## src/accel_pkg.sv

```systemverilog
`default_nettype none

package accel_pkg;

  localparam int N_DIM_ARRAY           = 4;
  localparam int ACT_DATA_WIDTH        = 8;
  localparam int WEIGHT_DATA_WIDTH     = 8;
  localparam int ACC_WIDTH             = 20; // 16-bit products summed over four steps
  localparam int ACT_ADDR_SIZE         = 6;  // 64 activation vectors
  localparam int WEIGHT_ROW_ADDR_SIZE  = 6;  // Tile index on top, row index below
  localparam int WEIGHT_TILE_ADDR_SIZE = 4;
  localparam int IM_ADDR_SIZE          = 5;  // 32 instructions
  localparam int STEP_SIZE             = $clog2(N_DIM_ARRAY);
  localparam int SHIFT_SIZE            = 4;

  // Saturation bounds of a signed activation
  localparam int ACT_MAX = 2 ** (ACT_DATA_WIDTH - 1) - 1;
  localparam int ACT_MIN = -(2 ** (ACT_DATA_WIDTH - 1));

  typedef logic signed [ACT_DATA_WIDTH-1:0]    act_t;
  typedef act_t        [N_DIM_ARRAY-1:0]       act_vec_t;
  typedef logic signed [WEIGHT_DATA_WIDTH-1:0] weight_t;
  typedef weight_t     [N_DIM_ARRAY-1:0]       weight_row_t;
  typedef weight_row_t [N_DIM_ARRAY-1:0]       weight_tile_t; // Row i feeds PE i

  typedef enum logic [1:0] {
    op_halt   = 2'd0,
    op_matvec = 2'd1 // Codes 2 and 3 decode as halt
  } opcode_t;

  typedef struct packed {
    opcode_t                          opcode;
    logic [ACT_ADDR_SIZE-1:0]         in_addr;
    logic [WEIGHT_TILE_ADDR_SIZE-1:0] w_tile;
    logic [ACT_ADDR_SIZE-1:0]         out_addr;
    logic [SHIFT_SIZE-1:0]            shift;    // Fixed-point position of the result
    logic                             write_l1;
    logic                             write_l2;
    logic [7:0]                       reserved;
  } instr_t;

endpackage

`default_nettype wire

```

## src/accel_ifs.sv

```systemverilog
`timescale 1ns/10ps
`default_nettype none

// Activation memory traffic between control unit, PE array and memory
interface act_port_if import accel_pkg::*; ();

  logic                     rd_en;
  logic [ACT_ADDR_SIZE-1:0] rd_addr;
  act_vec_t                 rd_data;  // Valid the cycle after rd_en
  logic                     wr_en;
  logic [ACT_ADDR_SIZE-1:0] wr_addr;
  act_vec_t                 wr_data;

  modport ctrl (output rd_en, output rd_addr, output wr_en, output wr_addr);
  modport pe   (output wr_data);
  modport mem  (input rd_en, input rd_addr, output rd_data,
                input wr_en, input wr_addr, input wr_data);

endinterface


`default_nettype wire

```

## src/activation_memory.sv

```systemverilog
`timescale 1ns/10ps
`default_nettype none

module activation_memory
  import accel_pkg::*;
(
  input  logic                     clk,
  act_port_if.mem                  act,
  input  logic                     wr_en_ext,
  input  logic [ACT_ADDR_SIZE-1:0] wr_addr_ext,
  input  act_vec_t                 wr_data_ext,
  input  logic                     rd_en_ext,
  input  logic [ACT_ADDR_SIZE-1:0] rd_addr_ext,
  output act_vec_t                 rd_data_ext
);

  act_vec_t mem [0:2**ACT_ADDR_SIZE-1]; // One full vector per address

  // Single write port, the PE result wins over the loader
  always_ff @(posedge clk)
  begin
    if (act.wr_en)
    begin
      mem[act.wr_addr] <= act.wr_data;
    end
    else if (wr_en_ext)
    begin
      mem[wr_addr_ext] <= wr_data_ext;
    end
  end

  always_ff @(posedge clk)
  begin
    if (act.rd_en)
    begin
      act.rd_data <= mem[act.rd_addr]; // Held until the next internal read
    end
    if (rd_en_ext)
    begin
      rd_data_ext <= mem[rd_addr_ext];
    end
  end

endmodule

`default_nettype wire

```

## src/flat_wrapper.sv

```systemverilog
// flat-port wrapper written by rule: the top's interface ports become plain ports
module activation_memory_flat import accel_pkg::*;
  (clk, wr_en_ext, wr_addr_ext, wr_data_ext, rd_en_ext, rd_addr_ext, rd_data_ext, act_rd_en, act_rd_addr, act_rd_data, act_wr_en, act_wr_addr, act_wr_data);
  act_port_if act_i ();
  input  logic clk;
  input  logic wr_en_ext;
  input  logic [ACT_ADDR_SIZE-1:0] wr_addr_ext;
  input  act_vec_t wr_data_ext;
  input  logic rd_en_ext;
  input  logic [ACT_ADDR_SIZE-1:0] rd_addr_ext;
  output act_vec_t rd_data_ext;
  input wire logic [$bits(act_i.rd_en)-1:0] act_rd_en;
  input wire logic [$bits(act_i.rd_addr)-1:0] act_rd_addr;
  output wire logic [$bits(act_i.rd_data)-1:0] act_rd_data;
  input wire logic [$bits(act_i.wr_en)-1:0] act_wr_en;
  input wire logic [$bits(act_i.wr_addr)-1:0] act_wr_addr;
  input wire logic [$bits(act_i.wr_data)-1:0] act_wr_data;
  assign act_i.rd_en = act_rd_en;
  assign act_i.rd_addr = act_rd_addr;
  assign act_rd_data = act_i.rd_data;
  assign act_i.wr_en = act_wr_en;
  assign act_i.wr_addr = act_wr_addr;
  assign act_i.wr_data = act_wr_data;
  activation_memory u_core (.clk(clk), .act(act_i), .wr_en_ext(wr_en_ext), .wr_addr_ext(wr_addr_ext), .wr_data_ext(wr_data_ext), .rd_en_ext(rd_en_ext), .rd_addr_ext(rd_addr_ext), .rd_data_ext(rd_data_ext));
endmodule
```

## config.mk

```make
export PLATFORM = sky130hd
export DESIGN_NAME = activation_memory_flat
export DESIGN_NICKNAME = d
export VERILOG_FILES = /design/src/accel_pkg.sv /design/src/accel_ifs.sv /design/src/activation_memory.sv /design/src/flat_wrapper.sv
export SDC_FILE = /design/constraint.sdc
export NUM_CORES = 2
export LEC_CHECK = 0
export CORE_UTILIZATION = 30
export CTS_CLUSTER_DIAMETER = 50
export DETAILED_ROUTE_END_ITERATION = 8
export DONT_BUFFER_PORTS = 1
export HOLD_SLACK_MARGIN = 0.03
export PLACE_DENSITY_LB_ADDON = 0.15
export SKIP_CTS_REPAIR_TIMING = 1
export SLEW_MARGIN = 5
export SYNTH_ARGS = -nofsm -noshare
export SYNTH_HDL_FRONTEND = slang
export SYNTH_SLANG_ARGS = --single-unit
```

## constraint.sdc

```tcl
create_clock -name clk -period 6.4 [get_ports clk]
set_clock_uncertainty 0.15 [all_clocks]
set_input_delay 0.64 -clock clk [delete_from_list [all_inputs] [get_ports clk]]
set_output_delay 0.64 -clock clk [all_outputs]
set_load 0.02 [all_outputs]
```

# ---- Word-level counts from Yosys, hierarchy flattened
# Memory sizes are Yosys's and may differ from the RTL's. A register that Yosys moved wholly into a read port is not among the register bits.
# Index checks and enable logic that the tools add are counted.
dict set report word_totals {
  output_inout_bits 64
  input_bits 93
  wordCells 10
  ff_bits 0
  mem_bits_rw 2048
  memories 1
}
dict set report classes {
  n_reduce_logical 1
  n_mux 8
}
# memory words word_bits rd rd_clocked_by_memory_dff write_ports line
set memory_table {}
lappend memory_table {u_core.mem 64 32 2 2 1 activation_memory.sv:17} ;# act_vec_t mem [0:2**ACT_ADDR_SIZE-1];
# op n
set op_table {}
lappend op_table {{two-way mux 32 bit} 1}
lappend op_table {{OR reduction 32 bit} 1}
lappend op_table {{two-way mux 1 bit} 6}
lappend op_table {{two-way mux 6 bit} 1}

# ---- Longest topological paths before layout
dict set report logic_depth {
  word_depth 5
  mapped_depth 9
  mapped_depth_nobuf 5
}

# ---- Worst setup path after synthesis
# No wires, ideal clock.
dict set report synth_path {
  path_kind {input -> register}
  from {in act_wr_en}
  to {mem u_core.mem[10][0] in the netlist's numbering (enable)}
  arrival_ns 3.001
  cell_stages 7
  slack_ns 2.828
  path_buffers 2
  setup_ns 0.421
  required_time_ns 5.829
  cell_sequence {nand2b_1 > clkbuf_1 > clkbuf_1 > nand2_1 > nand2_1 > nand2_1 > nor2_1}
}
dict set report synth_via {
  elab_chain_cells 4
  elab_cells_between_ends 7
  cone_classes {mux: 6; reduce/logical: 1}
}
# item line
set synth_rtl {}
lappend synth_rtl {{from (decl)} flat_wrapper.sv:15} ;# input wire logic [$bits(act_i.wr_en)-1:0] act_wr_en;
lappend synth_rtl {{two-way mux 1 bit} activation_memory.sv:22} ;# if (act.wr_en)
lappend synth_rtl {{two-way mux 1 bit (implied by the code)} activation_memory.sv:28} ;# mem[wr_addr_ext] <= wr_data_ext;
lappend synth_rtl {{OR reduction 32 bit (no line)} n/a}
lappend synth_rtl {{two-way mux 6 bit (no line) / two-way mux 1 bit (equally long branches)} n/a}
lappend synth_rtl {{to (decl)} activation_memory.sv:17}
# Several ways; a longest one is shown, not always the timed one.

==> flow_summary.ini <==
[critical_path]
start_kind = primary input
critPathCaptureType = flop
path_delay_family = compound AO/OA/AOI/OAI gates
critPathMaxStageDelay_ns = 1.03
reg2regPathDepth = 5
crit_path_cell_trace = buf_16 -> buf_16 -> buf_16 -> nand2_1 -> o22ai_1 -> nor2_1 -> a21oi_1 -> a311oi_1
slowest_stage = nand2_1
cp.required_ns = 6.79
cpMostUsedCell = buf_16
crit_cells = 8
critical_path_class = primary input to flop
crit_buf_inv = 3
crit_arrival_ns = 5.96
critPathMaxFanout = 155

[yosys]
synth_edf_count = 2112
yosysMostFrequentCell = edfxtp_1
syn_avg_cell_area_sq_um = 20.6
synth_top_area_cell = edfxtp_1
syn-instance-count = 4648
synth_area_leaders = edfxtp_1 66%, mux4_2 24%, o22ai_1 1.3%
ys_seq_area_frac = 0.664
yosysUniqueCellTypes = 45
syn-cell-area_sq_um = 95500
synth_flop_cell = edfxtp_1
synth_seq_cells = 2112
synth_nets = 4741
yosys_warnings = 0
synthArstFlopShare = 0
synth_common_cells = 2112 x edfxtp_1, 1020 x mux4_2, 198 x o22ai_1
synth.top_cell.area_share = 0.664

[route]
first_iter_violations = 7477
totalWireLength_microns = 364000
viasPerCell = 5.94
drc = 0
firstDrtPassIters = 5
wl_per_cell_microns = 40.0
vias = 54100
ant_nets = 0

[sta]
worstMarginPinSlew_ns = 1.64
timing.final.crit_period_ns = 5.57
fin_tns_setup_ns = 0
finalHoldViolCount = 0
finalMaxSlewViolations = 49
grt_setup_unrepaired = false
finalCritPeriodShare = 0.870
fin_ws_ns = 0.835
slew_headroom = -0.0958
fmax_mhz = 180
setup_viol = 0

[place]
gp_congestion = 0.873
io_buffers = 0
pre_cts_ws_ns = 1.63
hpwl_microns = 222000

[floorplan]
die_area_sq_um = 321000
die_y_microns = 566
initial_core_util = 0.303
die_w_microns = 566
boundaryPins = 157
rows = 206
core_area_sq_um = 316000

[global_routing]
grt_usage = 0.221
grt_first_pass_wirelength_microns = 485000
antenna_found_initial = 27
grt_max_degree = 521
grt_overflow = 0
grt_pass1_vias = 53000

[outcome]
outcome = complete, but fails checks
violations = max-slew violations

[clock_network]
cts.sink_count = 2112
cts_buffers = 276
clkTransAtPathRegs_ns = 0.06
cts_root_buf = clkbuf_16
cts_tree = yes
clock_path_buffers = 4
htree_levels = 5
clkLatencyLatePin_ns = 0.87

[pwr]
vdd_drop_max_mv = 0.221
power_density_nw_per_um2 = 306
p_leak_nw = 32.7

[layout]
drive_above_1_share = 0.351
fill_cells = 29200
area_growth_pct = 15.0
finalNetCount = 4821

[hold_path]
worstHoldPathCells = 2
hold_path_class = primary input to flop

[job]
maxCapViolations = 0
through the flow:
| stage | hold WS, ns | std cells | util | area [sq um] | power, W |
|---|---|---|---|---|---|
| CTS | -0.313 | 9068 | 0.346 | 109000 | 0.0335 |
| detailed placement | 0.605 | 8589 | 0.319 | 101000 | 0.0186 |
| global route | 0.0317 | 9099 | 0.348 | 110000 | 0.0344 |
| finish | 0.0211 | 9113 | 0.348 | 110000 | 0.0336 |
| floorplan | 0.602 | 4648 | - | 95500 | 0.0176 |
| global placement | 0.606 | 8589 | 0.319 | 101000 | 0.0186 |
placed cells by master, fill, tap and decap left out, types with 8 or more instances in the layout:
cell,instances
a311oi_1,16
mux2i_1,79
and3_1,8
o221ai_1,56
nand2_1,109
o21ai_0,41
mux4_2,1020
o22ai_1,198
clkinv_4,8
buf_16,14
a221oi_1,40
nor3_1,43
clkinv_1,35
nor2_4,65
edfxtp_1,2112
nand2_4,10
nor4_1,10
clkbuf_16,285
nand2b_1,13
nor2b_1,8
nand2_2,24
clkinvlp_4,19
o22a_1,22
a22o_1,61
nand3_1,22
a22oi_1,62
nor4_2,12
nand3b_1,8
inv_6,20
buf_4,149
clkinv_2,33
a31oi_1,15
mux2_2,12
a21oi_1,85
bufinv_16,15
diode_2,24
clkbuf_1,54
nor2_1,62
where the power goes:
group / internal, W / switching, W
clock: 0.00880 / 0.00618
sequential: 0.0156 / 0.000185
combinational: 0.000973 / 0.00189
total: 0.0254 / 0.00826
final timing paths:
kind	startpoint	end	slack [ns]
worst max register to register	u_core.mem[6][19]	u_core.rd_data_ext[19]	3.06
worst min register to register	u_core.mem[44][9]	u_core.rd_data_ext[9]	0.86
worst max-delay path	act_rd_addr[1]	u_core.act.rd_data[11]	0.83
worst min-delay path	wr_data_ext[27]	u_core.mem[58][27]	0.02
state kept, by name, summed over array words and instances (netlist names):
register            cells
u_core.mem           2048
u_core.rd_data_ext     32
u_core.act.rd_data     32
worst register-to-register path: cells and delay by family, from the launching register on:
| family | cells | cell delay [ns] |
|---|---|---|
| DFF | 1 | 0.39 |
| AOI/OAI and AO/OA | 3 | 1.33 |
| muxes | 2 | 1.16 |
metal layers:
metal,share of wire,GRT usage
met1,0.45,0.330
met2,0.43,0.320
met3,0.089,0.0454
met4,0.033,0.0731
met5,0,0
area by class of cell:
cell class                      count  area, sq um  share of cell area
Tap cell                         4160         5200              0.0474
Clock buffer                      339         7330              0.0667
Inverter                            5         18.8            0.000171
Timing Repair Buffer              173         1650              0.0150
Multi-Input combinational cell   2160        30900               0.282
Antenna cell                       24         60.1            0.000546
Clock inverter                    140         1270              0.0115
Sequential cell                  2112        63400               0.577
cell families after synthesis:
group,after synthesis,synth area share
flip-flops,2112,0.664
multiplexers,1111,0.250
AO/OA/AOI/OAI,616,0.0451
AND/OR/NAND/NOR,433,0.0206
buffers and inverters,376,0.0203
(Power assumes the default switching activity.)
