$ cat config.mk
export PLATFORM = sky130hd
export DESIGN_NAME = instruction_memory
export DESIGN_NICKNAME = d
export VERILOG_FILES = /design/src/accel_pkg.sv /design/src/instruction_memory.sv
export SDC_FILE = /design/constraint.sdc
export NUM_CORES = 1
export LEC_CHECK = 0
export BUFFER_PORTS_ARGS = -buffer_cell sky130_fd_sc_hd__buf_2
export CORE_MARGIN = 5
export CORE_UTILIZATION = 58
export DETAILED_ROUTE_END_ITERATION = 12
export GPL_ROUTABILITY_DRIVEN = 0
export MAX_ROUTING_LAYER = met4
export PLACE_DENSITY = 0.75
export SLEW_MARGIN = 0
export SYNTH_ARGS = -nofsm -noshare
export SYNTH_HDL_FRONTEND = slang
export SYNTH_SLANG_ARGS = --single-unit
$ cat constraint.sdc
create_clock -name clk -period 3.2 [get_ports clk]
set_clock_uncertainty 0.1 [all_clocks]
set_input_delay 0 -clock clk [delete_from_list [all_inputs] [get_ports clk]]
set_output_delay 0 -clock clk [all_outputs]
set_load 0.02 [all_outputs]
$ cat src/accel_pkg.sv
`default_nettype none

package accel_pkg;

  localparam int N_DIM_ARRAY           = 4;
  localparam int ACT_DATA_WIDTH        = 8;
  localparam int WEIGHT_DATA_WIDTH     = 8;
  localparam int ACC_WIDTH             = 20; // 16-bit products summed over four steps
  localparam int ACT_ADDR_SIZE         = 6;  // 64 activation vectors
  localparam int WEIGHT_ROW_ADDR_SIZE  = 6;  // Tile index on top, row index below
  localparam int WEIGHT_TILE_ADDR_SIZE = 4;
  localparam int IM_ADDR_SIZE          = 5;  // 32 instructions
  localparam int STEP_SIZE             = $clog2(N_DIM_ARRAY);
  localparam int SHIFT_SIZE            = 4;

  // Saturation bounds of a signed activation
  localparam int ACT_MAX = 2 ** (ACT_DATA_WIDTH - 1) - 1;
  localparam int ACT_MIN = -(2 ** (ACT_DATA_WIDTH - 1));

  typedef logic signed [ACT_DATA_WIDTH-1:0]    act_t;
  typedef act_t        [N_DIM_ARRAY-1:0]       act_vec_t;
  typedef logic signed [WEIGHT_DATA_WIDTH-1:0] weight_t;
  typedef weight_t     [N_DIM_ARRAY-1:0]       weight_row_t;
  typedef weight_row_t [N_DIM_ARRAY-1:0]       weight_tile_t; // Row i feeds PE i

  typedef enum logic [1:0] {
    op_halt   = 2'd0,
    op_matvec = 2'd1 // Codes 2 and 3 decode as halt
  } opcode_t;

  typedef struct packed {
    opcode_t                          opcode;
    logic [ACT_ADDR_SIZE-1:0]         in_addr;
    logic [WEIGHT_TILE_ADDR_SIZE-1:0] w_tile;
    logic [ACT_ADDR_SIZE-1:0]         out_addr;
    logic [SHIFT_SIZE-1:0]            shift;    // Fixed-point position of the result
    logic                             write_l1;
    logic                             write_l2;
    logic [7:0]                       reserved;
  } instr_t;

endpackage

`default_nettype wire

$ cat src/instruction_memory.sv
`timescale 1ns/10ps
`default_nettype none

module instruction_memory
  import accel_pkg::*;
(
  input  logic                    clk,
  input  logic                    wr_en_ext_im,
  input  logic [IM_ADDR_SIZE-1:0] wr_addr_ext_im,
  input  instr_t                  wr_data_ext_im,
  input  logic [IM_ADDR_SIZE-1:0] pc,
  output instr_t                  instruction
);

  instr_t mem [0:2**IM_ADDR_SIZE-1];

  // Loaded only while the processor is idle
  always_ff @(posedge clk)
  begin
    if (wr_en_ext_im)
    begin
      mem[wr_addr_ext_im] <= wr_data_ext_im;
    end
  end

  assign instruction = mem[pc]; // Asynchronous fetch

endmodule

`default_nettype wire

Word level (Yosys, flattened, before mapping):

Memories as Yosys holds them, arrays and structs flattened.
Cells that the tools add are included.

* ROM bits: 0
* register bits after elaboration: 0
* input port bits: 44
* bits in latches: 0
* memories: 1
* bits in writable memories: 1024
* logic and storage cells: 3
* output and inout port bits: 32

Memory list
* mem: depth 32, width 32, read ports 1, clocked after memory_dff 0, write ports 1, line instruction_memory.sv:15 `instr_t mem [0:2**IM_ADDR_SIZE-1];`

* $lt $le $gt $ge: 0
* reduce and logical (&&, ||, !) cells: 0
* divide/modulo/power cells: 0
* shift operators: 0
* mux-type cells: 2
* $mul: 0
* add/sub/neg operators: 0
* equal/unequal tests: 0
* bitwise operators: 0

Operators with widths (count)
* $mux 1: 2

Depth between registers and ports, before layout:

Gate-level depths: netlist of run 1.

* depth in word-level cells: 2
* mapped depth: 8
* gate-level depth less buffers: 5

Worst setup path after synthesis of run 1:

No wires, ideal clock.

* path kind: input to register
* from: input port wr_addr_ext_im[1]
* to: memory mem[12][0] (netlist name), enable pin
* path buffers: 1
* setup slack: 666 ps
* cell stages on the path: 3
* required time: 2679 ps
* setup time: 421 ps
* arrival time: 2013 ps
* cell sequence: or3b_2 -> clkbuf_1 -> nor2_1

RTL lines
* from (decl): line instruction_memory.sv:9 `input logic [IM_ADDR_SIZE-1:0] wr_addr_ext_im,`
* to (decl): line instruction_memory.sv:15

Straight into the memory's write port.

==> key figures, run 1 <==
Hold path
  • Worst hold-check path type: input pin to flop

Yosys
  • Ys async rst share: 0%
  • YS warnings: 0
  • Top_reg_cell synth: edfxtp_1
  • Avg Cell Area, Syn: 17.9 um^2
  • Share of the synthesized area in the top cell type: 77.2%
  • Yosys reg bits: 1024
  • Post-synth EDFFs: 1024
  • Seq/Total Area, Yosys: 77.2%
  • Syn nets: 2272
  • Area of the mapped netlist: 39800 um^2
  • Cell taking the most area after synthesis: edfxtp_1
  • Post-synthesis cell type count: 24
  • Top cells by area, synth: edfxtp_1 (77%), mux2i_1 (13%), a22oi_1 (1.8%)
  • Synth Instances: 2228

Floorplan
  • Die height: 272 um
  • I/O pins: 76
  • Die Wd: 272 um
  • CORE AREA: 68300 um^2
  • Initial Util: 58.3%
  • Die area: 74000 um^2
  • Row count: 96

Route
  • DRC violations left: 0
  • Drt via density: 6.46
  • WL final: 99.3 mm
  • 1st-pass router iterations: 6
  • Vias post-DR: 21.7k
  • Routed WL per cell: 29.5 um
  • Antenna-violating nets left: 0
  • Iteration-0 DRC Markers: 2544

Run
  • MaxCap Viol Count: 0

Placement
  • Final HPWL DP: 53.5 mm
  • Port Buffer Count: 75

Layout
  • Fillers: 4335
  • Finished Core Util: 66.6%
  • Final net count: 2447
  • Largest registers: mem: 1024 flops
  • Layout cells sized above 1: 13.7%
  • Biggest register: mem
  • Synth-to-Final Area Change: 14.3%
  • Number of flip-flops in the largest register: 1024

Critical path
  • CP arrival: 2.36 ns
  • Crit Path Class: flop to primary output
  • CP Capture Type: primary output
  • Crit-path max FO: 2
  • Startpoint types: flop
  • Worst EP required: 3.10 ns

Timing
  • Fmax: 0.407 GHz
  • Post-layout minimum cycle time: 2.46 ns
  • Crit share post-route: 76.8%
  • Relative slew margins: 18.2%
  • Hold Vio Cnt, Final: 0
  • Worst slew pin tran: 1.23 ns
  • TNS Setup: 0 ns
  • Hold slack: 0.0255 ns
  • Unrepaired setup endpoints after global routing: no
  • Slew Viols, Final: 0
  • Count of final setup violators: 0

Clock network
  • CTS tree: done
  • Reg clk slew, reported paths: 0.06 ns
  • CTS HTree Levels: 3
  • CTS Buffer Depth: 3
  • Postcts setup bufs: 0
  • # clock sinks: 1024
  • Num CTS Buffers: 97
  • CTS root buffer: clkbuf_16

Global routing
  • First-pass GRT wire length: 143 mm
  • Largest net degree at the start of global routing: 59
  • Number of global-route vias before repair: 21.6k
  • Total global routing overflow: 0
  • Total GRT Usage: 27.3%
  • Number of antenna violations at the first check in global routing: 5

Run status
  • Status: completed

Pwr
  • Maximum vdd ir drop: 0.461 mV
  • Power density over the cells: 614 nW/um^2
  • Lkg Pwr: 15.9 nW
  • Total power: 28.0 mW
[cells by family after synthesis]
logic type | after synthesis | synth area share, %
AND/OR/NAND/NOR | 277 | 3.15
multiplexers | 512 | 12.9
flip-flops | 1024 | 77.2
buffers and inverters | 127 | 1.89
AO/OA/AOI/OAI | 288 | 4.92
[layer usage]
layer  global-route usage (%)  vias to the layer above  share of wire [%]
li1                         -                     9254                  -
met1                     35.5                    11053                 38
met2                     43.5                     1199                 49
met3                     4.84                      243                9.1
met4                     11.0                        0                4.4
met5                        -                        -                  0
[stage by stage]
| step | cells | worst slack, ns | instance area (um^2) |
|---|---|---|---|
| floorplan | 2228 | 0.666 | 39800 |
| global placement | 3148 | 1.09 | 42000 |
| detailed placement | 3148 | 0.960 | 42000 |
| CTS | 3360 | 0.835 | 45500 |
| global route | 3365 | 0.797 | 45500 |
| finish | 3366 | 0.744 | 45500 |
[area by class of cell]
type | count | area, um^2 | share of cell area, %
clock inverter | 52 | 566 | 1.24
clock buffer | 122 | 2580 | 5.68
antenna | 6 | 15.0 | 0.0330
tap | 882 | 1100 | 2.42
timing repair buffer | 203 | 1900 | 4.18
sequential | 1024 | 30700 | 67.5
multi-input combinational | 1077 | 8610 | 18.9
[cell usage in the layout, fill, tap and decap left out, types with 2 or more instances in the layout]
cell type,count
or3b_2,3
a22o_1,64
mux2i_1,512
a31oi_1,32
nand3_1,98
a21oi_1,96
clkinvlp_4,3
buf_12,37
clkinv_2,13
clkbuf_1,22
bufinv_16,12
nand3b_1,5
nor2_4,33
diode_2,6
buf_2,74
clkinv_4,2
clkbuf_16,100
nand2_1,97
nand2b_2,2
clkinv_1,20
buf_4,53
nor3_1,32
a22oi_1,96
edfxtp_1,1024
dlygate4sd3_1,38
[repair_timing]
| item | CTS | global route |
|---|---|---|
| hold buffers | 38 | 0 |
| gates resized for setup | 0 | 0 |
| hold endpoints to repair | 1027 | 0 |
[synth_stat cells (15+ instances only)]
| cell | instances |
|---|---|
| a21oi_1 | 96 |
| a22o_1 | 64 |
| a22oi_1 | 96 |
| a31oi_1 | 32 |
| buf_2 | 26 |
| buf_4 | 33 |
| buf_6 | 15 |
| clkbuf_1 | 46 |
| edfxtp_1 | 1024 |
| mux2i_1 | 512 |
| nand2_1 | 98 |
| nand3_1 | 98 |
| nor2_1 | 34 |
| nor3_1 | 32 |
[worst max-delay path, stage by stage (launching register included)]
cell      delay, ns
edfxtp_1       0.36
mux2i_1        0.16
a22o_1         0.17
nor3_1         0.06
a31oi_1        0.26
nand3_1        0.39
buf_2          0.30
[final timing paths]
path,startpoint,to,slack (ns),cells after the start
setup / recovery,mem[1][16],instruction[16],0.74,6
hold / removal,wr_addr_ext_im[2],mem[4][13],0.03,3
[power by group]
part / switching, mW / total (mW) / leakage (nW) / internal [mW]
combinational: 1.06 / 1.59 / 5.14 / 0.530
clock: 4.74 / 11.4 / 1.53 / 6.67
sequential: 0.0386 / 15.0 / 9.22 / 14.9
total: 5.84 / 28.0 / 15.9 / 22.1
Note: power is estimated with default switching activity, not from simulation.
==> inputs of run 2 (changes only) <==
==> constraint.sdc (replaced) <==
create_clock -name clk -period 2.5 [get_ports clk]
set_clock_uncertainty 0.1 [all_clocks]
set_input_delay 0 -clock clk [delete_from_list [all_inputs] [get_ports clk]]
set_output_delay 0 -clock clk [all_outputs]
set_load 0.02 [all_outputs]
==> run 2 against run 1 <==
Against the previous run: sequential power rose by 27%; final area rose by 0.13%; die area did not move; combinational power rose by 27%; via count rose by 0.26%; largest power group unchanged.
==> key figures, run 2 (synthesized netlist as in run 1, its figures left out) <==
Run status
  • Status: completed

Timing
  • TNS Setup: 0 ns
  • Hold Vio Cnt, Final: 0
  • Fmax: 0.431 GHz
  • Relative slew margins: 53.6%
  • Unrepaired setup endpoints after global routing: no
  • Count of final setup violators: 0
  • Worst slew pin tran: 0.694 ns
  • Post-layout minimum cycle time: 2.32 ns
  • Crit share post-route: 92.7%
  • Slew Viols, Final: 0

Layout
  • Largest registers: mem: 1024 flops
  • Number of flip-flops in the largest register: 1024
  • Biggest register: mem
  • Finished Core Util: 66.7%
  • Final net count: 2466
  • Commonest non-fill, non-tap cells in the layout: edfxtp_1 (1024), mux2i_1 (512), nand3_1 (98), nand2_1 (97), clkbuf_16 (97)
  • Fillers: 4327
  • Multi-input gate area: 8610 um^2
  • Synth-to-Final Area Change: 14.4%
  • Commonest non-fill, non-tap cell in the layout: edfxtp_1
  • Area taken by flip-flops and latches: 30700 um^2
  • Layout cells sized above 1: 14.8%

Pwr
  • Total power: 35.3 mW
  • Maximum vdd ir drop: 0.487 mV
  • Power density over the cells: 775 nW/um^2
  • Lkg Pwr: 16.0 nW

Floorplan
  • CORE AREA: 68300 um^2
  • I/O pins: 76
  • Die Wd: 272 um
  • Die area: 74000 um^2
  • Initial Util: 58.3%
  • Die height: 272 um
  • Row count: 96

Critical path
  • Crit Path Class: flop to primary output
  • Worst EP required: 2.40 ns
  • Critical Path Start: mem[6][16]
  • Crit-path max FO: 1
  • Worst-path cell chain: mux2i_1 > a22o_1 > nor3_1 > a31oi_1 > nand3_1 > buf_2
  • CP arrival: 2.22 ns
  • Largest stage delay, worst path: 0.38 ns
  • CP Capture Type: primary output
  • Slowest CP cell: edfxtp_1
  • Startpoint types: flop

Global routing
  • Total GRT Usage: 26.8%
  • Number of global-route vias before repair: 21.9k
  • First-pass GRT wire length: 142 mm
  • Number of antenna violations at the first check in global routing: 6
  • Largest net degree at the start of global routing: 81
  • Total global routing overflow: 0

Clock network
  • CTS tree: done
  • # clock sinks: 1024
  • CTS root buffer: clkbuf_16
  • Num CTS Buffers: 97
  • CTS HTree Levels: 3
  • CTS Buffer Depth: 3
  • Reg clk slew, reported paths: 0.07 ns

Hold path
  • Hold_sp: wr_addr_ext_im[3]
  • Hold path depth: 3
  • Worst hold-check path type: input pin to flop
  • Hold endpoint: mem[13][9]

Route
  • Routed WL per cell: 28.8 um
  • WL final: 97.6 mm
  • Iteration-0 DRC Markers: 2628
  • Drt via density: 6.44
  • Vias post-DR: 21.8k
  • Antenna-violating nets left: 0
  • DRC violations left: 0
  • 1st-pass router iterations: 7

Placement
  • Port Buffer Count: 75
  • Final HPWL DP: 52.2 mm

Run
  • MaxCap Viol Count: 0
==> run 2: worst max-delay path by stage <==
| stage | cells after the start | endpoint | slack [ns] |
|---|---|---|---|
| after floorplan | 3 | mem[12][0] | -0.03 |
| after global placement | 8 | instruction[14] | 0.45 |
| after detailed placement | 8 | instruction[14] | 0.45 |
| final | 6 | instruction[16] | 0.18 |
| after CTS | 6 | instruction[15] | 0.16 |
| after global routing | 6 | instruction[14] | 0.11 |
==> run 2: worst max-delay path: cells and delay by family, from the launching register on <==
kind	cells	cell delay, ns
compound gates	2	0.41
simple gates	2	0.30
flops	1	0.38
mux	1	0.20
buf+inv	1	0.25
==> run 2: area by class of cell <==
cell class	count	share of cell area (%)
Clock inverter	59	1.22
Antenna cell	5	0.0274
Clock buffer	117	5.49
Sequential cell	1024	67.4
Timing Repair Buffer	222	4.52
Tap cell	882	2.42
Multi-Input combinational cell	1077	18.9
==> run 2: power by group <==
part           internal [mW]  leakage [nW]  switching [mW]
clock                   7.90          1.50            6.24
combinational          0.688          5.25            1.33
sequential              19.1          9.22          0.0499
==> run 2: metal layers <==
| layer | part of all wire [%] | global-route usage (%) | vias up |
|---|---|---|---|
| met2 | 48 | 42.5 | 1236 |
| met3 | 9.2 | 4.05 | 202 |
| li1 | - | - | 9283 |
| met4 | 3.3 | 8.69 | 0 |
| met1 | 39 | 36.5 | 11085 |
| met5 | 0 | - | - |
==> run 2: timing repair <==
action	CTS	global route
gates resized for setup	0	0
hold endpoints to repair	1031	0
hold buffers	34	0
setup buffers	0	0
==> run 2: through the flow <==
stage / worst slack (ns) / instances / instance area, um^2 / hold WS [ns]
6_report: 0.182 / 3386 / 45600 / 0.0603
5_1_grt: 0.114 / 3386 / 45600 / 0.0689
4_1_cts: 0.156 / 3381 / 45600 / 0.0225
3_5_place_dp: 0.445 / 3171 / 42200 / 0.407
3_3_place_gp: 0.445 / 3171 / 42200 / 0.368
2_1_floorplan: -0.0341 / 2228 / 39800 / -0.00113
