### config.mk
export PLATFORM = sky130hd
export DESIGN_NAME = control_unit_flat
export DESIGN_NICKNAME = d
export VERILOG_FILES = /design/src/accel_pkg.sv /design/src/accel_ifs.sv /design/src/control_unit.sv /design/src/flat_wrapper.sv
export SDC_FILE = /design/constraint.sdc
export NUM_CORES = 1
export LEC_CHECK = 0
export BUFFER_PORTS_ARGS = -buffer_cell sky130_fd_sc_hd__buf_2
export CAP_MARGIN = 15
export CORE_ASPECT_RATIO = 0.5
export CORE_MARGIN = 3
export CORE_UTILIZATION = 34
export CTS_CLUSTER_SIZE = 25
export DETAILED_ROUTE_END_ITERATION = 8
export HOLD_SLACK_MARGIN = 0.1
export PLACE_DENSITY_LB_ADDON = 0.3
export SETUP_SLACK_MARGIN = 0.02
export SLEW_MARGIN = 20
export SYNTH_ARGS = -nofsm -noshare
export SYNTH_HDL_FRONTEND = slang
export SYNTH_SLANG_ARGS = --single-unit
### constraint.sdc
create_clock -name clk -period 1.6 [get_ports clk]
set_input_delay 0.32 -clock clk [delete_from_list [all_inputs] [get_ports clk]]
set_output_delay 0.32 -clock clk [all_outputs]
set_load 0.03 [all_outputs]
### src/accel_pkg.sv
`default_nettype none

package accel_pkg;

  localparam int N_DIM_ARRAY           = 4;
  localparam int ACT_DATA_WIDTH        = 8;
  localparam int WEIGHT_DATA_WIDTH     = 8;
  localparam int ACC_WIDTH             = 20; // 16-bit products summed over four steps
  localparam int ACT_ADDR_SIZE         = 6;  // 64 activation vectors
  localparam int WEIGHT_ROW_ADDR_SIZE  = 6;  // Tile index on top, row index below
  localparam int WEIGHT_TILE_ADDR_SIZE = 4;
  localparam int IM_ADDR_SIZE          = 5;  // 32 instructions
  localparam int STEP_SIZE             = $clog2(N_DIM_ARRAY);
  localparam int SHIFT_SIZE            = 4;

  // Saturation bounds of a signed activation
  localparam int ACT_MAX = 2 ** (ACT_DATA_WIDTH - 1) - 1;
  localparam int ACT_MIN = -(2 ** (ACT_DATA_WIDTH - 1));

  typedef logic signed [ACT_DATA_WIDTH-1:0]    act_t;
  typedef act_t        [N_DIM_ARRAY-1:0]       act_vec_t;
  typedef logic signed [WEIGHT_DATA_WIDTH-1:0] weight_t;
  typedef weight_t     [N_DIM_ARRAY-1:0]       weight_row_t;
  typedef weight_row_t [N_DIM_ARRAY-1:0]       weight_tile_t; // Row i feeds PE i

  typedef enum logic [1:0] {
    op_halt   = 2'd0,
    op_matvec = 2'd1 // Codes 2 and 3 decode as halt
  } opcode_t;

  typedef struct packed {
    opcode_t                          opcode;
    logic [ACT_ADDR_SIZE-1:0]         in_addr;
    logic [WEIGHT_TILE_ADDR_SIZE-1:0] w_tile;
    logic [ACT_ADDR_SIZE-1:0]         out_addr;
    logic [SHIFT_SIZE-1:0]            shift;    // Fixed-point position of the result
    logic                             write_l1;
    logic                             write_l2;
    logic [7:0]                       reserved;
  } instr_t;

endpackage

`default_nettype wire

### src/accel_ifs.sv
`timescale 1ns/10ps
`default_nettype none

// Activation memory traffic between control unit, PE array and memory
interface act_port_if import accel_pkg::*; ();

  logic                     rd_en;
  logic [ACT_ADDR_SIZE-1:0] rd_addr;
  act_vec_t                 rd_data;  // Valid the cycle after rd_en
  logic                     wr_en;
  logic [ACT_ADDR_SIZE-1:0] wr_addr;
  act_vec_t                 wr_data;

  modport ctrl (output rd_en, output rd_addr, output wr_en, output wr_addr);
  modport pe   (output wr_data);
  modport mem  (input rd_en, input rd_addr, output rd_data,
                input wr_en, input wr_addr, input wr_data);

endinterface

interface pe_ctrl_if import accel_pkg::*; ();

  logic                  clear;
  logic                  mac_en;
  logic [STEP_SIZE-1:0]  step;   // Column of the tile and element of the vector
  logic [SHIFT_SIZE-1:0] shift;

  modport ctrl (output clear, output mac_en, output step, output shift);
  modport pe   (input clear, input mac_en, input step, input shift);

endinterface

`default_nettype wire

### src/control_unit.sv
`timescale 1ns/10ps
`default_nettype none

module control_unit
  import accel_pkg::*;
(
  input  logic                             clk,
  input  logic                             rst,
  input  logic                             enable,
  input  instr_t                           instruction,
  output logic [IM_ADDR_SIZE-1:0]          pc,
  output logic                             w_rd_en,
  output logic [WEIGHT_TILE_ADDR_SIZE-1:0] w_tile_addr,
  act_port_if.ctrl                         act,
  pe_ctrl_if.ctrl                          pe,
  output logic                             done_layer,
  output logic                             finished_network,
  output logic                             wr_output_enable,
  output logic [31:0]                      wr_output_addr
);

  typedef enum logic [2:0] {
    idle,
    fetch,
    read,
    accumulate,
    write,
    halted
  } state_t;

  state_t               state;
  state_t               next_state;
  logic [STEP_SIZE-1:0] step_cnt;

  always_ff @(posedge clk)
  begin
    if (rst)
    begin
      state    <= idle;
      pc       <= '0;
      step_cnt <= '0;
    end
    else
    begin
      state <= next_state;
      case (state)
        idle, halted:
        begin
          if (enable)
          begin
            pc <= '0; // Every run starts at instruction 0
          end
        end
        read:       step_cnt <= '0;
        accumulate: step_cnt <= step_cnt + 1'b1;
        write:      pc <= pc + 1'b1;
        default:    ;
      endcase
    end
  end

  always_comb
  begin
    next_state = state;
    case (state)
      idle, halted:
      begin
        if (enable)
        begin
          next_state = fetch;
        end
      end
      fetch:
      begin
        // Anything that is not a matvec ends the program
        if (instruction.opcode == op_matvec)
        begin
          next_state = read;
        end
        else
        begin
          next_state = halted;
        end
      end
      read: next_state = accumulate;
      accumulate:
      begin
        if (step_cnt == STEP_SIZE'(N_DIM_ARRAY - 1))
        begin
          next_state = write;
        end
      end
      write:   next_state = fetch;
      default: next_state = idle;
    endcase
  end

  // Operand reads, accumulator clear in the same cycle
  assign act.rd_en   = (state == read);
  assign act.rd_addr = instruction.in_addr;
  assign w_rd_en     = (state == read);
  assign w_tile_addr = instruction.w_tile;
  assign pe.clear    = (state == read);

  assign pe.mac_en = (state == accumulate);
  assign pe.step   = step_cnt;
  assign pe.shift  = instruction.shift;

  // L1 and L2 routing of the finished vector
  assign act.wr_en        = (state == write) && instruction.write_l1;
  assign act.wr_addr      = instruction.out_addr;
  assign wr_output_enable = (state == write) && instruction.write_l2;
  assign wr_output_addr   = 32'(instruction.out_addr);

  assign done_layer       = (state == write);
  assign finished_network = (state == halted); // Cleared by the next enable

endmodule

`default_nettype wire

### src/flat_wrapper.sv
// flat-port wrapper written by rule: the top's interface ports become plain ports
module control_unit_flat import accel_pkg::*;
  (clk, rst, enable, instruction, pc, w_rd_en, w_tile_addr, done_layer, finished_network, wr_output_enable, wr_output_addr, act_rd_en, act_rd_addr, act_wr_en, act_wr_addr, pe_clear, pe_mac_en, pe_step, pe_shift);
  act_port_if act_i ();
  pe_ctrl_if pe_i ();
  input  logic clk;
  input  logic rst;
  input  logic enable;
  input  instr_t instruction;
  output logic [IM_ADDR_SIZE-1:0] pc;
  output logic w_rd_en;
  output logic [WEIGHT_TILE_ADDR_SIZE-1:0] w_tile_addr;
  output logic done_layer;
  output logic finished_network;
  output logic wr_output_enable;
  output logic [31:0] wr_output_addr;
  output wire logic [$bits(act_i.rd_en)-1:0] act_rd_en;
  output wire logic [$bits(act_i.rd_addr)-1:0] act_rd_addr;
  output wire logic [$bits(act_i.wr_en)-1:0] act_wr_en;
  output wire logic [$bits(act_i.wr_addr)-1:0] act_wr_addr;
  output wire logic [$bits(pe_i.clear)-1:0] pe_clear;
  output wire logic [$bits(pe_i.mac_en)-1:0] pe_mac_en;
  output wire logic [$bits(pe_i.step)-1:0] pe_step;
  output wire logic [$bits(pe_i.shift)-1:0] pe_shift;
  assign act_rd_en = act_i.rd_en;
  assign act_rd_addr = act_i.rd_addr;
  assign act_wr_en = act_i.wr_en;
  assign act_wr_addr = act_i.wr_addr;
  assign pe_clear = pe_i.clear;
  assign pe_mac_en = pe_i.mac_en;
  assign pe_step = pe_i.step;
  assign pe_shift = pe_i.shift;
  control_unit u_core (.clk(clk), .rst(rst), .enable(enable), .instruction(instruction), .pc(pc), .w_rd_en(w_rd_en), .w_tile_addr(w_tile_addr), .act(act_i), .pe(pe_i), .done_layer(done_layer), .finished_network(finished_network), .wr_output_enable(wr_output_enable), .wr_output_addr(wr_output_addr));
endmodule
Word level (Yosys, flattened, before mapping)
Index checks and enable logic that the tools add are counted.
{"block": "word_totals", "rom_bits": 0, "register_bits": 10, "latchBits": 0, "memories": 0, "output_inout_bits": 67, "ramBits": 0}
{"block": "op_classes", "bitwise": 0, "order_cmp": 0, "n_eq_ne": 9, "n_reduce_logical": 8, "mux": 7, "mul": 0, "addsub": 2, "n_shift": 0, "div": 0}
{"op": "$pmux 3 s5", "n": 1}
{"op": "$pmux 5 s2", "n": 1}
{"op": "$mux 3", "n": 3}
{"op": "$eq 3x2->1 const B", "n": 2}
{"op": "$eq 3x3->1 const B", "n": 2}
{"op": "$add 5x1->5 const B", "n": 1}
{"op": "$mux 5", "n": 1}
{"op": "$pmux 2 s2", "n": 1}
{"op": "$reduce_and 2->1", "n": 2}
{"op": "$reduce_bool 2->1", "n": 2}
{"op": "$eq 3x1->1 const B", "n": 1}
{"op": "$logic_not 3->1", "n": 1}
{"op": "$add 2x1->2 const B", "n": 1}
{"op": "$eq 2x1->1 const B", "n": 1}
{"op": "$eq 2x2->1 const B", "n": 1}
{"op": "$logic_and 1x1->1", "n": 2}
{"op": "$ne 2x1->1 const B", "n": 1}
{"op": "$ne 2x2->1 const B", "n": 1}
{"op": "$reduce_or 2->1", "n": 1}

Longest topological paths before layout
{"block": "logic_depth", "depth_word": 4, "ltp_mapped": 4, "mapped_depth_nobuf": 4}

Worst setup path before layout
Ideal clock, no wire load.
{"block": "synth_path", "kind": "reg-to-output", "startpoint": "register u_core.state[1]", "endpoint": "output port pe_clear", "arrival_ns": 1.395, "path_slack_ns": -0.115, "required_time_ns": 1.280, "path_stages_with_launch": 5, "cell_sequence": "dfxtp_1 buf_2 nand2b_1 nor2_1 buf_4"}
{"block": "synth_via", "elab_chain_len": 1}
{"element": "from (decl)", "line": "control_unit.sv:31", "rtl": "state_t state;"}
{"element": "from (signal assigned)", "line": "control_unit.sv:39", "rtl": "state <= idle;"}
{"element": "from (signal assigned)", "line": "control_unit.sv:45", "rtl": "state <= next_state;"}
{"element": "$eq 3x2->1"}
{"element": "to (decl)", "line": "flat_wrapper.sv:21", "rtl": "output wire logic [$bits(pe_i.clear)-1:0] pe_clear;"}
No other way between the ends.

Worst setup path after layout
{"block": "layout_path", "startpoint": "register u_core.state[1]", "endpoint": "output port wr_output_enable"}
{"block": "layout_via", "elab_chain_len": 2}
{"element": "$eq 3x3->1", "line": "control_unit.sv:112", "rtl": "assign wr_output_enable = (state == write) && instruction.write_l2;"}
{"element": "$logic_and 1x1->1", "line": "control_unit.sv:112"}
{"element": "to (decl)", "line": "flat_wrapper.sv:15", "rtl": "output logic wr_output_enable;"}
No other way between the ends.

==> results.md <==
* Final setup violation count at 0
* Core area at 0.00268 mm²
* Die W at 82.3 µm
* GR Overflow Total at 0
* Number of synthesis warnings at 0
* Worst Skew at 0.00468 ns
* Post-layout util at 0.342
* Int Pwr at 0.531 mW
* CP Class: reg2out
* Classification of the worst-slack hold path: in2reg
* Count of flip-flops with a built-in enable after synthesis at 0
* Worst r2r path cells at 4
* Clk_lat worst skew at 0.24 ns
* Static Leak at 0.436 nW
* Worst setup EP type: primary output
* # diodes at 0
* Largest net degree at the start of global routing at 14
* Final Total Pwr at 0.809 mW
* Clock Sinks at 10
* Worst Hold Launch: rst
* Cell Area, Synth at 990 µm²
* Dpl hpwl at 1.30 mm
* Post-route cell area at 918 µm²
* Clock transition at path regs at 0.05 ns
* Root Buffer: clkbuf_8
* Max-slew violations at 0
* Total number of H-tree levels at 1
* Routed vias at 675
* Max clock buf depth at 2
* R2r endpoint: u_core.state[1]
* Combinational share of power at 0.264
* Top cells by count, synth: buf_4, dfxtp_1, nand2_1, a21oi_1, nor2_1
* Max cap viols at 0
* RSZ-0062 raised after global routing: false
* Final Hold Fails at 0
* WL per Instance at 11.0 µm
* PortBufs at 21
* ANT nets after route at 0
* DRT iter0 DRCs at 38
* Reg2Reg Setup Slack at 0.26 ns
* Crit path launch: u_core.state[1]
* P per Cell Area at 881 mW/mm²
* Synth-to-layout area growth at -7.21%
* Number of global-route vias before repair at 531
* Fin nets at 158
* Asr flop ratio synth at 0
* Hold Path Sink: u_core.state[2]
* Cell Area, Placed at 836 µm²
* Startpoint Class: register
* Initial Util at 0.369
* Layout Cells excl Fill at 157
* Initial antenna violation count at 0
* Syn avg cell area at 7.98 µm²
* Status: complete, no violations
* Most used DFF post-synth: dfxtp_1
* Switching pwr at 0.278 mW
* DR DRC count at 0
* CP max FO at 6
* Chip height at 44.2 µm
* Final wirelength at 1.73 mm
* Cell taking the most area after synthesis: buf_4
* Worst IR Drop VDD at 0.000233 V
* Gpl congestion at 0.778
* Tot GR Track Use at 0.0973
* DP Cell Count at 152
* Sequential share of power at 0.331
* Minimum clock period at 1.48 ns
* Final hold slack at 0.384 ns
* CTS tree: done
* Placement Setup Slack at 0.228 ns
* First-pass DRT Iterations at 4
* Share of layout cells above drive strength 1 at 0.317
* WP data arrival at 1.16 ns
* Count leader, synth: buf_4
* Die ar. at 0.00363 mm²
* Mapped Cells at 124
* Synthesis-stage register bit count at 10
* Crit share post-route at 0.924
* Row cnt at 13
* I/O pin count at 102
* First-pass GRT wire length at 2.53 mm
* Largest cells by area after synthesis: buf_4, dfxtp_1, a21oi_1, nand2_1, a311oi_1
* Switching share of power at 0.344
* Synth cell types at 29
* Hold Path Depth at 2
* CTS Buf Count at 3
* Sequential fraction of the synthesis area at 0.202
* Clock Power Share at 0.405
* Origin of the critical flop-to-flop path: u_core.pe.step[0]
* Routed vias/inst at 4.30
* WP data required at 1.28 ns
* Setup TNS at 0 ns
* Synth top area share at 0.417
* F_max at 676 MHz
* FILL cells at 290
* Post-route setup slack at 0.121 ns
## timing repair
action | 4_1_cts | 5_1_grt
endpoints found under the setup margin | 3 | 7
buffers inserted | 1 | 0
resized for setup | 3 | 5
hold buffers | 0 | 0
pin swaps | 0 | 0
## state kept, by name, summed over array words and instances, names as in the netlist
name            flops
u_core.pe.step      2
u_core.state        3
u_core.pc           5
## routing by layer
metal	global-route usage	wire, µm
met5	0	0
met1	0.105	691
met4	0.103	102
met3	0.0549	235
met2	0.129	697
## logic make-up after synthesis
family,Yosys count,synth area share
AO/OA/AOI/OAI,19,0.142
flip-flops,10,0.202
adder cells (fa/ha/maj),2,0.0253
AND/OR/NAND/NOR,33,0.191
other,1,0.00379
buffers and inverters,59,0.436
## final cells by class
type / count / area (µm²) / share of cell area
multi-input combinational: 80 / 459 / 0.500
sequential: 10 / 203 / 0.221
timing repair buffer: 26 / 155 / 0.169
clock buffer: 4 / 55.1 / 0.0599
tap: 37 / 46.3 / 0.0504
## worst max path at each step
stage,end,slack [ns],cells past startpoint
after floorplan,pe_clear,0.08,4
after global placement,wr_output_enable,0.23,4
after detailed placement,u_core.state[1],0.23,4
after CTS,act_wr_en,0.05,4
after global routing,act_wr_en,0.02,4
final,wr_output_enable,0.12,4
## cell usage in the layout (no fill, tap or decap), types with 2 or more instances in the layout
master / netlist / routed
a21oi_1: 6 / 6
a311oi_1: 3 / 3
a41oi_1: 2 / 2
and2_1: 3 / 2
buf_2: 3 / 19
buf_4: 55 / 5
buf_6: 0 / 2
clkbuf_8: 0 / 4
conb_1: 1 / 26
dfxtp_1: 10 / 8
dfxtp_2: 0 / 2
ha_1: 2 / 2
nand2_1: 7 / 7
nand2b_1: 4 / 4
nand3_1: 4 / 4
nor2_1: 6 / 5
or3b_1: 3 / 3
## critical path, cell delays in order, from the launching register on
cell and delay [ns]:
dfxtp_2 0.35, nor3b_2 0.15, buf_4 0.15, and2_1 0.14
buf_6 0.13
## power by group through the flow
| stage | combinational (mW) | clock (mW) | sequential, mW |
|---|---|---|---|
| 6_report | 0.214 | 0.327 | 0.268 |
| 5_1_grt | 0.231 | 0.352 | 0.269 |
| 4_1_cts | 0.211 | 0.337 | 0.267 |
| 3_5_place_dp | 0.206 | 0 | 0.272 |
| 3_3_place_gp | 0.206 | 0 | 0.272 |
| 2_1_floorplan | 0.339 | 0 | 0.276 |
No activity file was read; power rests on OpenSTA's default activity.
